## src/riscv_pkg.sv

```systemverilog
package riscv_pkg;

   // ==============================
   // Sizes and constants
   // ==============================
   localparam int xlen_w      = 32;
   localparam int reg_addr_w  = 5;
   localparam int reg_count   = 1 << reg_addr_w;
   localparam int queue_depth = 2;
   localparam int queue_ptr_w = $clog2(queue_depth);
   localparam int queue_cnt_w = $clog2(queue_depth + 1);  // Must hold the value queue_depth

   typedef logic [xlen_w-1:0]     word_t;
   typedef logic [reg_addr_w-1:0] reg_addr_t;

   localparam word_t reset_pc = '0;

   // ==============================
   // Instruction encodings
   // ==============================
   localparam logic [6:0] op_imm    = 7'b0010011;
   localparam logic [6:0] op_reg    = 7'b0110011;
   localparam logic [6:0] op_lui    = 7'b0110111;
   localparam logic [6:0] op_jal    = 7'b1101111;
   localparam logic [6:0] op_branch = 7'b1100011;

   localparam logic [2:0] funct3_add = 3'b000;  // Shared by ADDI, ADD and SUB
   localparam logic [2:0] funct3_beq = 3'b000;
   localparam logic [2:0] funct3_bne = 3'b001;
   localparam logic [6:0] funct7_add = 7'b0000000;
   localparam logic [6:0] funct7_sub = 7'b0100000;

   // ==============================
   // Types
   // ==============================
   typedef struct packed {
      word_t pc;
      word_t instr;
   } fetch_pkt_t;

   typedef enum logic [2:0] {
      op_add,
      op_sub,
      op_pass_imm,
      op_link,
      op_beq,
      op_bne,
      op_nop
   } alu_op_e;

   typedef struct packed {
      word_t     pc;
      alu_op_e   alu_op;
      reg_addr_t rd;
      reg_addr_t rs1;
      reg_addr_t rs2;
      word_t     imm;
      logic      use_imm;    // Second operand is the immediate and not rs2
      logic      writes_rd;
   } decoded_t;

   typedef struct packed {
      logic  valid;
      word_t target;
   } redirect_t;

   typedef struct packed {
      word_t     pc;
      reg_addr_t rd;
      word_t     value;
      logic      wrote;
   } retire_t;

endpackage

```

## src/core.sv

```systemverilog
`timescale 1ns/1ns

module core (
   input  logic               clk,
   input  logic               rst_n,
   output logic               imem_req,
   output riscv_pkg::word_t   imem_addr,
   input  riscv_pkg::word_t   imem_data,
   output logic               retire_valid,
   input  logic               retire_ready,
   output riscv_pkg::retire_t retire
);
   import riscv_pkg::*;

   // ==============================
   // Internal nets
   // ==============================
   logic       fetch_valid;
   logic       fetch_ready;
   fetch_pkt_t fetch_pkt;
   logic       issue_valid;
   logic       issue_ready;
   fetch_pkt_t issue_pkt;
   redirect_t  redirect;     // Steers fetch and flushes the queue

   fetch_unit fetch0 (
      .clk         (clk),
      .rst_n       (rst_n),
      .redirect    (redirect),
      .imem_req    (imem_req),
      .imem_addr   (imem_addr),
      .imem_data   (imem_data),
      .fetch_valid (fetch_valid),
      .fetch_pkt   (fetch_pkt),
      .fetch_ready (fetch_ready)
   );

   instr_queue queue0 (
      .clk       (clk),
      .rst_n     (rst_n),
      .flush     (redirect.valid),
      .in_valid  (fetch_valid),
      .in_ready  (fetch_ready),
      .in_pkt    (fetch_pkt),
      .out_valid (issue_valid),
      .out_ready (issue_ready),
      .out_pkt   (issue_pkt)
   );

   execute_unit exec0 (
      .clk          (clk),
      .rst_n        (rst_n),
      .issue_valid  (issue_valid),
      .issue_ready  (issue_ready),
      .issue_pkt    (issue_pkt),
      .redirect     (redirect),
      .retire_valid (retire_valid),
      .retire_ready (retire_ready),
      .retire       (retire)
   );

endmodule

```

## src/decoder.sv

```systemverilog
`timescale 1ns/1ns

module decoder (
   input  riscv_pkg::fetch_pkt_t pkt,
   output riscv_pkg::decoded_t   dec
);
   import riscv_pkg::*;

   logic [6:0] opcode;
   logic [2:0] funct3;
   logic [6:0] funct7;
   word_t      imm_i;
   word_t      imm_u;
   word_t      imm_j;
   word_t      imm_b;

   assign opcode = pkt.instr[6:0];
   assign funct3 = pkt.instr[14:12];
   assign funct7 = pkt.instr[31:25];

   // ==============================
   // Immediate formats
   // ==============================
   assign imm_i = {{20{pkt.instr[31]}}, pkt.instr[31:20]};
   assign imm_u = {pkt.instr[31:12], 12'b0};
   assign imm_j = {{12{pkt.instr[31]}}, pkt.instr[19:12], pkt.instr[20],
                   pkt.instr[30:21], 1'b0};
   assign imm_b = {{20{pkt.instr[31]}}, pkt.instr[7], pkt.instr[30:25],
                   pkt.instr[11:8], 1'b0};

   always_comb begin
      dec        = '0;
      dec.pc     = pkt.pc;
      dec.rd     = pkt.instr[11:7];
      dec.rs1    = pkt.instr[19:15];
      dec.rs2    = pkt.instr[24:20];
      dec.alu_op = op_nop;    // Anything unrecognised retires as a no-op
      case (opcode)
         op_imm: begin
            dec.imm     = imm_i;
            dec.use_imm = 1'b1;
            if (funct3 == funct3_add) begin   // ADDI only
               dec.alu_op    = op_add;
               dec.writes_rd = 1'b1;
            end
         end
         op_reg: begin
            if (funct3 == funct3_add && funct7 == funct7_add) begin
               dec.alu_op    = op_add;
               dec.writes_rd = 1'b1;
            end else if (funct3 == funct3_add && funct7 == funct7_sub) begin
               dec.alu_op    = op_sub;
               dec.writes_rd = 1'b1;
            end
         end
         op_lui: begin
            dec.imm       = imm_u;
            dec.use_imm   = 1'b1;
            dec.alu_op    = op_pass_imm;
            dec.writes_rd = 1'b1;
         end
         op_jal: begin
            dec.imm       = imm_j;
            dec.alu_op    = op_link;
            dec.writes_rd = 1'b1;
         end
         op_branch: begin
            dec.imm = imm_b;  // Branches compare rs1 with rs2 and write nothing
            if (funct3 == funct3_beq) begin
               dec.alu_op = op_beq;
            end else if (funct3 == funct3_bne) begin
               dec.alu_op = op_bne;
            end
         end
         default: ;
      endcase
   end

endmodule

```

## src/execute_unit.sv

```systemverilog
`timescale 1ns/1ns

module execute_unit (
   input  logic                  clk,
   input  logic                  rst_n,
   input  logic                  issue_valid,
   output logic                  issue_ready,
   input  riscv_pkg::fetch_pkt_t issue_pkt,
   output riscv_pkg::redirect_t  redirect,
   output logic                  retire_valid,
   input  logic                  retire_ready,
   output riscv_pkg::retire_t    retire
);
   import riscv_pkg::*;

   decoded_t dec;
   word_t    rs1_val;
   word_t    rs2_val;
   word_t    operand_b;
   word_t    result;
   word_t    target;
   logic     taken;
   logic     wrote;
   logic     accept;
   logic     redirect_valid_q;
   word_t    redirect_target_q;

   decoder dec0 (
      .pkt (issue_pkt),
      .dec (dec)
   );

   // The write of one instruction lands on the edge that accepts the next,
   // so a dependent instruction reads the new value without forwarding
   regfile rf0 (
      .clk     (clk),
      .rst_n   (rst_n),
      .rs1     (dec.rs1),
      .rs2     (dec.rs2),
      .rs1_val (rs1_val),
      .rs2_val (rs2_val),
      .we      (accept && wrote),
      .wa      (dec.rd),
      .wd      (result)
   );

   assign issue_ready = !retire_valid || retire_ready;
   assign accept      = issue_valid && issue_ready;
   assign operand_b   = dec.use_imm ? dec.imm : rs2_val;
   assign target      = dec.pc + dec.imm;
   assign wrote       = dec.writes_rd && (dec.rd != '0);  // x0 writes are dropped

   // ==============================
   // ALU and branch resolution
   // ==============================
   always_comb begin
      result = '0;
      taken  = 1'b0;
      case (dec.alu_op)
         op_add:      result = rs1_val + operand_b;
         op_sub:      result = rs1_val - rs2_val;
         op_pass_imm: result = dec.imm;
         op_link: begin
            result = dec.pc + xlen_w'(4);
            taken  = 1'b1;
         end
         op_beq:      taken = (rs1_val == rs2_val);
         op_bne:      taken = (rs1_val != rs2_val);
         default: ;
      endcase
   end

   always_ff @(posedge clk or negedge rst_n) begin
      if (!rst_n) begin
         retire_valid     <= 1'b0;
         redirect_valid_q <= 1'b0;
      end else begin
         if (accept) begin
            retire_valid <= 1'b1;
         end else if (retire_ready) begin
            retire_valid <= 1'b0;
         end
         redirect_valid_q <= accept && taken;  // Single-cycle pulse
      end
   end

   always_ff @(posedge clk) begin
      if (accept) begin
         retire.pc         <= dec.pc;
         retire.rd         <= wrote ? dec.rd : '0;
         retire.value      <= wrote ? result : '0;
         retire.wrote      <= wrote;
         redirect_target_q <= target;
      end
   end

   assign redirect.valid  = redirect_valid_q;
   assign redirect.target = redirect_target_q;

   a_retire_hold : assert property (@(posedge clk) disable iff (!rst_n)
      retire_valid && !retire_ready |=> retire_valid && $stable(retire))
      else $error("retire record changed while stalled");

endmodule

```

## src/fetch_unit.sv

```systemverilog
`timescale 1ns/1ns

module fetch_unit (
   input  logic                  clk,
   input  logic                  rst_n,
   input  riscv_pkg::redirect_t  redirect,
   output logic                  imem_req,
   output riscv_pkg::word_t      imem_addr,
   input  riscv_pkg::word_t      imem_data,
   output logic                  fetch_valid,
   output riscv_pkg::fetch_pkt_t fetch_pkt,
   input  logic                  fetch_ready
);
   import riscv_pkg::*;

   word_t      pc_q;          // Address of the next request
   word_t      pend_pc_q;     // Address of the request in flight
   logic       pend_q;        // A response arrives this cycle
   logic       started_q;
   logic       hold_valid_q;
   fetch_pkt_t hold_pkt_q;
   fetch_pkt_t resp_pkt;
   logic       out_free;

   // The memory answers one cycle after the request, so the response is
   // offered straight from imem_data and only parked when it is not taken
   assign resp_pkt.pc    = pend_pc_q;
   assign resp_pkt.instr = imem_data;

   assign fetch_valid = (hold_valid_q || pend_q) && !redirect.valid;
   assign fetch_pkt   = hold_valid_q ? hold_pkt_q : resp_pkt;

   // Room for a new response next cycle
   assign out_free = !fetch_valid || fetch_ready;

   assign imem_req  = started_q && out_free && !redirect.valid;
   assign imem_addr = pc_q;

   // ==============================
   // Control state
   // ==============================
   always_ff @(posedge clk or negedge rst_n) begin
      if (!rst_n) begin
         pc_q         <= reset_pc;
         pend_q       <= 1'b0;
         started_q    <= 1'b0;
         hold_valid_q <= 1'b0;
      end else begin
         started_q <= 1'b1;
         if (redirect.valid) begin
            pc_q         <= redirect.target;
            pend_q       <= 1'b0;                  // Drop the wrong-path response
            hold_valid_q <= 1'b0;
         end else begin
            pend_q       <= imem_req;
            hold_valid_q <= fetch_valid && !fetch_ready;
            if (imem_req) begin
               pc_q <= pc_q + xlen_w'(4);
            end
         end
      end
   end

   always_ff @(posedge clk) begin
      if (imem_req) begin
         pend_pc_q <= pc_q;
      end
      if (fetch_valid && !fetch_ready) begin
         hold_pkt_q <= fetch_pkt;  // Same value the consumer already sees
      end
   end

   // A stalled packet stays on the port until taken or flushed
   a_pkt_stable : assert property (@(posedge clk) disable iff (!rst_n)
      fetch_valid && !fetch_ready |=> $stable(fetch_pkt) && (fetch_valid || redirect.valid))
      else $error("fetch packet changed while stalled");

endmodule

```

## src/instr_queue.sv

```systemverilog
`timescale 1ns/1ns

module instr_queue (
   input  logic                  clk,
   input  logic                  rst_n,
   input  logic                  flush,
   input  logic                  in_valid,
   output logic                  in_ready,
   input  riscv_pkg::fetch_pkt_t in_pkt,
   output logic                  out_valid,
   input  logic                  out_ready,
   output riscv_pkg::fetch_pkt_t out_pkt
);
   import riscv_pkg::*;

   fetch_pkt_t             mem [queue_depth];
   logic [queue_ptr_w-1:0] wr_ptr;
   logic [queue_ptr_w-1:0] rd_ptr;
   logic [queue_cnt_w-1:0] count;
   logic                   push;
   logic                   pop;

   assign in_ready  = (count != queue_cnt_w'(queue_depth));
   assign out_valid = (count != '0) && !flush;  // Entries are wrong-path during a flush
   assign out_pkt   = mem[rd_ptr];

   assign push = in_valid && in_ready && !flush;
   assign pop  = out_valid && out_ready;

   // ==============================
   // Pointers and count
   // ==============================
   always_ff @(posedge clk or negedge rst_n) begin
      if (!rst_n) begin
         wr_ptr <= '0;
         rd_ptr <= '0;
         count  <= '0;
      end else if (flush) begin
         wr_ptr <= '0;
         rd_ptr <= '0;
         count  <= '0;
      end else begin
         if (push) begin
            wr_ptr <= (wr_ptr == queue_ptr_w'(queue_depth - 1)) ? '0 : wr_ptr + 1'b1;
         end
         if (pop) begin
            rd_ptr <= (rd_ptr == queue_ptr_w'(queue_depth - 1)) ? '0 : rd_ptr + 1'b1;
         end
         case ({push, pop})
            2'b10:   count <= count + 1'b1;
            2'b01:   count <= count - 1'b1;
            default: count <= count;            // Both or neither
         endcase
      end
   end

   always_ff @(posedge clk) begin
      if (push) begin
         mem[wr_ptr] <= in_pkt;
      end
   end

   a_count_bound : assert property (@(posedge clk) disable iff (!rst_n)
      count <= queue_cnt_w'(queue_depth))
      else $error("queue count above depth");

endmodule

```

## src/regfile.sv

```systemverilog
`timescale 1ns/1ns

module regfile (
   input  logic                 clk,
   input  logic                 rst_n,
   input  riscv_pkg::reg_addr_t rs1,
   input  riscv_pkg::reg_addr_t rs2,
   output riscv_pkg::word_t     rs1_val,
   output riscv_pkg::word_t     rs2_val,
   input  logic                 we,
   input  riscv_pkg::reg_addr_t wa,
   input  riscv_pkg::word_t     wd
);
   import riscv_pkg::*;

   word_t regs [reg_count];

   // Reads are asynchronous and x0 is hardwired
   assign rs1_val = (rs1 == '0) ? '0 : regs[rs1];
   assign rs2_val = (rs2 == '0) ? '0 : regs[rs2];

   always_ff @(posedge clk or negedge rst_n) begin
      if (!rst_n) begin
         for (int i = 0; i < reg_count; i++) begin
            regs[i] <= '0;
         end
      end else if (we && wa != '0) begin
         regs[wa] <= wd;
      end
   end

endmodule

```

## config.mk

```make
export PLATFORM = sky130hd
export DESIGN_NAME = core
export DESIGN_NICKNAME = d
export VERILOG_FILES = /design/src/riscv_pkg.sv /design/src/core.sv /design/src/decoder.sv /design/src/execute_unit.sv /design/src/fetch_unit.sv /design/src/instr_queue.sv /design/src/regfile.sv
export SDC_FILE = /design/constraint.sdc
export NUM_CORES = 2
export LEC_CHECK = 0
export BUFFER_PORTS_ARGS = -buffer_cell sky130_fd_sc_hd__buf_2
export CAP_MARGIN = 40
export CORE_MARGIN = 10
export CORE_UTILIZATION = 40
export CTS_CLUSTER_SIZE = 24
export DETAILED_ROUTE_END_ITERATION = 12
export GPL_ROUTABILITY_DRIVEN = 0
export SETUP_SLACK_MARGIN = 0.15
export SLEW_MARGIN = 20
export SYNTH_ARGS = -nofsm -noshare
export SYNTH_HDL_FRONTEND = slang
export SYNTH_SLANG_ARGS = --single-unit
export TNS_END_PERCENT = 20
```

## constraint.sdc

```tcl
create_clock -name clk -period 8.46 [get_ports clk]
set_input_delay 0.423 -clock clk [delete_from_list [all_inputs] [get_ports clk]]
set_output_delay 0.423 -clock clk [all_outputs]
set_load 0.01 [all_outputs]
```

# ---- Word level (Yosys, flattened, before mapping)
# Memory sizes are Yosys's and may differ from the RTL's.
# Cells that the tools add are included.
# W data, S select, Z words.
dict set report word_totals {
  output_inout_bits 104
  ramBits 128
  ff_bits 1263
  in_bits 35
  n_memories 1
}
dict set report op_classes {
  add_sub_neg 9
  n_bitwise 3
  muxes 43
  eq_ne 17
  magnitude_cmp 4
  reduce_logical 36
}
# memory words word_bits rd rd_clocked_by_memory_dff wr line
set mem_list {}
lappend mem_list {queue0.mem 2 64 1 0 1 instr_queue.sv:16} ;# fetch_pkt_t mem [queue_depth];
# op n
set ops {}
lappend ops {{$bwmux W1024} 1}
lappend ops {{$bmux W32 S5} 2}
lappend ops {{$mux W32} 10}
lappend ops {{$pmux W32 S4} 2}
lappend ops {{$demux W32 S5} 1}
lappend ops {{$add A32 B3 Y32 const B} 2}
lappend ops {{$add A32 B32 Y32} 2}
lappend ops {{$mux W64} 1}
lappend ops {{$eq A32 B32 Y1} 1}
lappend ops {{$ne A32 B32 Y1} 1}
lappend ops {{$sub A32 B32 Y32} 1}
lappend ops {{$eq A7 B6 Y1 const B} 3}
lappend ops {{$ge A6 B6 Y1 const B} 3}
lappend ops {{$not A5 Y6} 3}
lappend ops {{$mux W1} 16}
lappend ops {{$logic_and A1 B1 Y1} 15}
lappend ops {{$pmux W3 S5} 1}
lappend ops {{$eq A7 B7 Y1 const B} 2}
lappend ops {{$logic_not A5 Y1} 2}
lappend ops {{$reduce_bool A2 Y1} 5}
lappend ops {{$mux W3} 3}
lappend ops {{$eq A7 B5 Y1 const B} 1}
lappend ops {{$logic_not A7 Y1} 1}
lappend ops {{$eq A3 B1 Y1 const B} 2}
lappend ops {{other kinds (18)} 31}

# ---- Logic depth before layout (Yosys ltp)
# An unclocked memory read counts as a cell.
dict set report depth {
  word_depth 10
  ltp_mapped 29
  depth_no_buf 21
}

# ---- Modules after synthesis
# From an unflattened synthesis, not the netlist that was laid out.
dict set report unflattened {
  cells_unflattened 5560
  area_unflattened_um2 76479.6
}
# module area_each_um2 cells_per_inst n_inst
set by_module_without_submodules {}
lappend by_module_without_submodules {regfile 54827.6 3613 1}
lappend by_module_without_submodules {execute_unit 10213.5 1199 1}
lappend by_module_without_submodules {fetch_unit 5679.2 391 1}
lappend by_module_without_submodules {instr_queue 4825.9 226 1}
lappend by_module_without_submodules {decoder 933.4 131 1}

# ---- Worst setup path after synthesis
# Ideal clock, no wire load.
dict set report synth_timing {
  kind {flip-flop to flip-flop}
  from {register queue0.rd_ptr}
  to {register, netlist name exec0.retire[30]}
  arrival_time_ps 5890
  slack_ps 2304
  required_time_ps 8194
  setup_time_ps 266
  synth_period_minus_slack_ps 6156
  path_stages_with_launch 28
  cell_sequence {dfrtp_1 > buf_2 > buf_6 > buf_6 > buf_4 > buf_2 > buf_4 > mux2i_2 > buf_2 > buf_2 > nand2_1 > a311oi_1 > a31oi_1 > a2111oi_0 > nor2_1 > nor2_1 > ha_1 > a211o_1 > a21o_1 > a311oi_1 > nor3_1 > o31a_1 > a2111oi_0 > o31ai_1 > xor2_1 > a211oi_2 > buf_2 > nor2_1}
}
dict set report synth_between {
  elab_chain_len 9
  word_cells_on_any_way 49
  classes_between {3 x add/sub; 10 x eq/ne; 22 x mux; 2 x bitwise; 11 x reduce/logical; 1 x memory}
}
# item line
set synth_lines {}
lappend synth_lines {{from (decl)} instr_queue.sv:18} ;# logic [queue_ptr_w-1:0] rd_ptr;
lappend synth_lines {{from (signal assigned)} instr_queue.sv:47} ;# rd_ptr <= (rd_ptr == queue_ptr_w'(queue_depth - 1)) ? '0 : rd_ptr + 1'b1;
lappend synth_lines {{$mem_v2 Z2 W64 (*)} --}
lappend synth_lines {{$not A5 Y6 (not written as such)} regfile.sv:20} ;# assign rs2_val = (rs2 == '0) ? '0 : regs[rs2];
lappend synth_lines {{$bmux W32 S5} regfile.sv:20}
lappend synth_lines {{$mux W32 (not written as such) (2 in series)} regfile.sv:20}
lappend synth_lines {{$mux W32} regfile.sv:20}
lappend synth_lines {{$mux W32} execute_unit.sv:49} ;# assign operand_b = dec.use_imm ? dec.imm : rs2_val;
lappend synth_lines {{$add A32 B32 Y32} execute_unit.sv:60} ;# op_add: result = rs1_val + operand_b;
lappend synth_lines {{$pmux W32 S4} execute_unit.sv:59} ;# case (dec.alu_op)
# Every way passes the cells marked *; elsewhere a longest branch is shown, timed or not. The select of a mux whose other input is x is not followed.
# A chain may end at the register's enable or synchronous reset.

# ---- Final worst setup path
dict set report layout_timing {
  from {register queue0.rd_ptr}
  to {register, netlist name exec0.retire[30]}
}
dict set report layout_between {
  elab_chain_len 9
  word_cells_on_any_way 49
  classes_between {3 x add/sub; 10 x eq/ne; 22 x mux; 2 x bitwise; 11 x reduce/logical; 1 x memory}
}
# item line
set layout_lines {}
lappend layout_lines {{$mem_v2 Z2 W64 (*)} --}
lappend layout_lines {{$not A5 Y6 (not written as such)} regfile.sv:20}
lappend layout_lines {{$bmux W32 S5} regfile.sv:20}
lappend layout_lines {{$mux W32 (not written as such) (2 in series)} regfile.sv:20}
lappend layout_lines {{$mux W32} regfile.sv:20}
lappend layout_lines {{$mux W32} execute_unit.sv:49}
lappend layout_lines {{$add A32 B32 Y32} execute_unit.sv:60}
lappend layout_lines {{$pmux W32 S4} execute_unit.sv:59}
# Marked as above.

==> results_dict.tcl <==
set metrics [dict create \
    status "finished, final reports clean" \
    portBuffers 138 \
    routed.top_layer "met5" \
    crit_type "reg2reg" \
    fin_area_sq_um 84200 \
    switching_share_pct 45.4 \
    holdPathStages 2 \
    clock.fmax_ghz 0.126 \
    required_ns 9.02 \
    wl_microns 268000 \
    area_growth_pct 13.3 \
    postSynthAreaPerCell_sq_um 9.28 \
    grt_pass1_vias 60711 \
    htree_levels 4 \
    end_kind "flip-flop" \
    hp-start "imem_data[22]" \
    wl_per_cell_microns 25.4 \
    track_usage_pct 25.6 \
    yosys-top-cells-count "nand2_1, dfrtp_1, o21ai_0" \
    path_cells "mux2i_4 > buf_12 > mux4_2 > nand2_1 > and3_1 > a31oi_1 > o22ai_1 > o21ai_0 > ha_1 > o21a_1 > a21o_1 > a311oi_1 > nor3_1 > o31a_1 > a2111oi_0 > o31ai_1 > xor2_1 > a211oi_4 > buf_4 > nor2_1" \
    dieHeight_microns 451 \
    skew_ns 0.0570 \
    synth_area_leaders "dfrtp_1, edfxtp_1, nand2_1" \
    via_count 63159 \
    ant_nets 0 \
    setup_viol 0 \
    cap_violations 0 \
    p_sw_mw 14.6 \
    numClockSinks 1391 \
    die_area_sq_um 203000 \
    clk_latency_ns 0.86 \
    comb_power_share_pct 51.8 \
    yosysSeqAreaShare_pct 49.1 \
    drtIter0Drc 7595 \
    gr-total-overflow 0 \
    yosysMostFrequentCell "nand2_1" \
    r2r_slack_ns 0.54 \
    hold-path-endpoint "queue0.mem[0][22]" \
    slew_headroom_pct 31.1 \
    rsz0062_at_grt "no" \
    seq_power_share_pct 26.2 \
    power.leakage_nw 33.8 \
    grt_pass1_wl_microns 398000 \
    critical-path-slowest-cell "dfrtp_4" \
    ir_drop_mv 0.338 \
    clk_pin_slew_ns 0.06 \
    synthesis.area_sq_um 74300 \
    cts_inserted_buffers 155 \
    pwr-share-clk_pct 22.0 \
    cts_max_path_buffers 3 \
    route.met2.wl_microns 119000 \
    drc 0 \
    ys.warnings.count 0 \
    synth_seq_cells 1391 \
    r2r_start "queue0.rd_ptr" \
    period_share_pct 93.6 \
    dp_hpwl_microns 174000 \
    finalMaxSlewViolations 0 \
    final_nets 8073 \
    boundaryPins 139 \
    core_sq_um 185000 \
    wl_met3_microns 25900 \
    synth_edf_count 326 \
    tns_ns 0 \
    yosysUniqueCellTypes 93 \
    tightest_slew_ns 1.03 \
    hold_path_class "in2reg" \
    period_needed_ns 7.92 \
    start_kind "flip-flop" \
    fp.dieW_microns 451 \
    rows 158 \
    powerDensity_nw_per_um2 381 \
    report.final.hold_viol_count 0 \
    synthArstFlopShare_pct 76.6 \
    yosysTopAreaCellShare_pct 35.9 \
    fin_util_pct 45.5 \
    drive_gt1_share_pct 13.8 \
    cp_max_fo 55 \
    r2r_end "exec0.retire[30]" \
    slowest_delay_ns 0.90 \
    worst-path-buf-inv 2 \
    post_cts_resized 0 \
    placed_area_sq_um 78400 \
    via_per_inst 5.99 \
    ys.flop_type "dfrtp_1" \
    tritoncts "yes" \
    syn-num-nets 8146 \
    start_util_pct 40.1 \
    dr.pass1.iters 9 \
    ctsRootBufferMaster "clkbuf_16" \
    rr_worst_depth 20 \
    path_delay_family "compound AO/OA/AOI/OAI gates" \
    crit_cells 20 \
    antenna_found_initial 5 \
    yosysTopAreaCell "dfrtp_1" \
    drt-met1-wl_microns 105000 \
    internal_power_mw 17.5 \
    netlist_instances 8009 \
    arrival_ns 8.48 \
    grt_start_max_net_pins 172 \
]
==> cells in the final DEF (no fill, tap or decap), types with 32 or more instances in the layout <==
| master | n |
|---|---|
| clkbuf_16 | 162 |
| nand2_1 | 1987 |
| xor2_1 | 48 |
| a21o_1 | 55 |
| a31oi_1 | 158 |
| mux2_2 | 92 |
| a21oi_1 | 526 |
| xnor2_1 | 81 |
| o21ai_0 | 732 |
| edfxtp_1 | 326 |
| mux4_2 | 256 |
| o21ai_1 | 41 |
| ha_1 | 99 |
| dlygate4sd3_1 | 32 |
| and3_1 | 105 |
| a211oi_1 | 43 |
| nor3_1 | 32 |
| o22ai_1 | 75 |
| a311oi_1 | 55 |
| nand3_1 | 479 |
| buf_4 | 236 |
| dfrtp_1 | 1062 |
| buf_2 | 138 |
| o2111ai_1 | 34 |
| mux2i_1 | 47 |
| inv_1 | 50 |
| nor2_1 | 574 |
==> per-layer routing <==
layer / GRT usage (%) / up-vias
met1: 33.4 / 30743
met4: 14.2 / 8
met2: 39.1 / 3360
met5: 0.0947 / -
li1: - / 28181
met3: 5.94 / 867
==> final cells by class <==
type | instances | area (sq um)
Antenna cell | 2 | 5.00
Clock buffer | 216 | 4500
Clock inverter | 72 | 813
Fill cell | 17598 | 101000
Inverter | 52 | 198
Multi-Input combinational cell | 5875 | 35300
Sequential cell | 1391 | 36400
Tap cell | 2480 | 3100
Timing Repair Buffer | 461 | 3840
==> through the flow <==
step | instances | setup WS [ns] | hold WS, ns | total power, mW
2_1_floorplan | 8009 | 2.30 | 0.127 | 18.6
3_3_place_gp | 10190 | 0.969 | 0.382 | 24.3
3_5_place_dp | 10217 | 1.00 | 0.387 | 24.6
4_1_cts | 10537 | 0.953 | 0.00385 | 31.8
5_1_grt | 10547 | 0.475 | 0.0327 | 33.5
6_report | 10549 | 0.544 | 0.0500 | 32.1
==> sequential cells by signal, indices dropped and copies added, names as in the netlist <==
register	count
exec0.redirect_target_q	32
exec0.redirect_valid_q	1
exec0.retire	70
exec0.retire_valid	1
exec0.rf0.regs	1024
fetch0.hold_pkt_q	64
fetch0.hold_valid_q	1
fetch0.imem_addr	32
fetch0.pend_pc_q	32
fetch0.pend_q	1
fetch0.started_q	1
queue0.count	2
queue0.mem	128
queue0.rd_ptr	1
queue0.wr_ptr	1
==> power by group through the flow <==
stage	clock network, mW	logic [mW]	registers, mW
after floorplan	0	10.2	8.43
after global placement	0	15.8	8.52
after detailed placement	0	16.1	8.53
after CTS	7.16	16.2	8.42
after global routing	7.43	17.5	8.50
final	7.06	16.6	8.41
==> worst max path at each step <==
stage / start / endpoint / slack, ns
finish: queue0.rd_ptr / exec0.retire[30] / 0.54
global route: queue0.rd_ptr / exec0.retire[30] / 0.48
CTS: queue0.rd_ptr / exec0.retire[30] / 0.95
detailed placement: queue0.rd_ptr / exec0.retire[30] / 1.00
global placement: queue0.rd_ptr / exec0.retire[30] / 0.97
floorplan: queue0.rd_ptr / exec0.retire[30] / 2.30
==> repair_timing <==
action / CTS / global route
buffers inserted: 0 / 0
endpoints found under the hold margin: 169 / 0
hold buffers: 32 / 0
==> kinds of logic after synthesis <==
family / after synthesis / share of synthesized area [%]
other: 1 / 0.00505
AND/OR/NAND/NOR: 3342 / 18.8
XOR/XNOR: 129 / 1.52
adder cells (fa/ha/maj): 102 / 1.75
buffers and inverters: 743 / 4.11
flip-flops: 1391 / 49.1
multiplexers: 403 / 9.92
AO/OA/AOI/OAI: 1898 / 14.8
(Power assumes the default switching activity.)
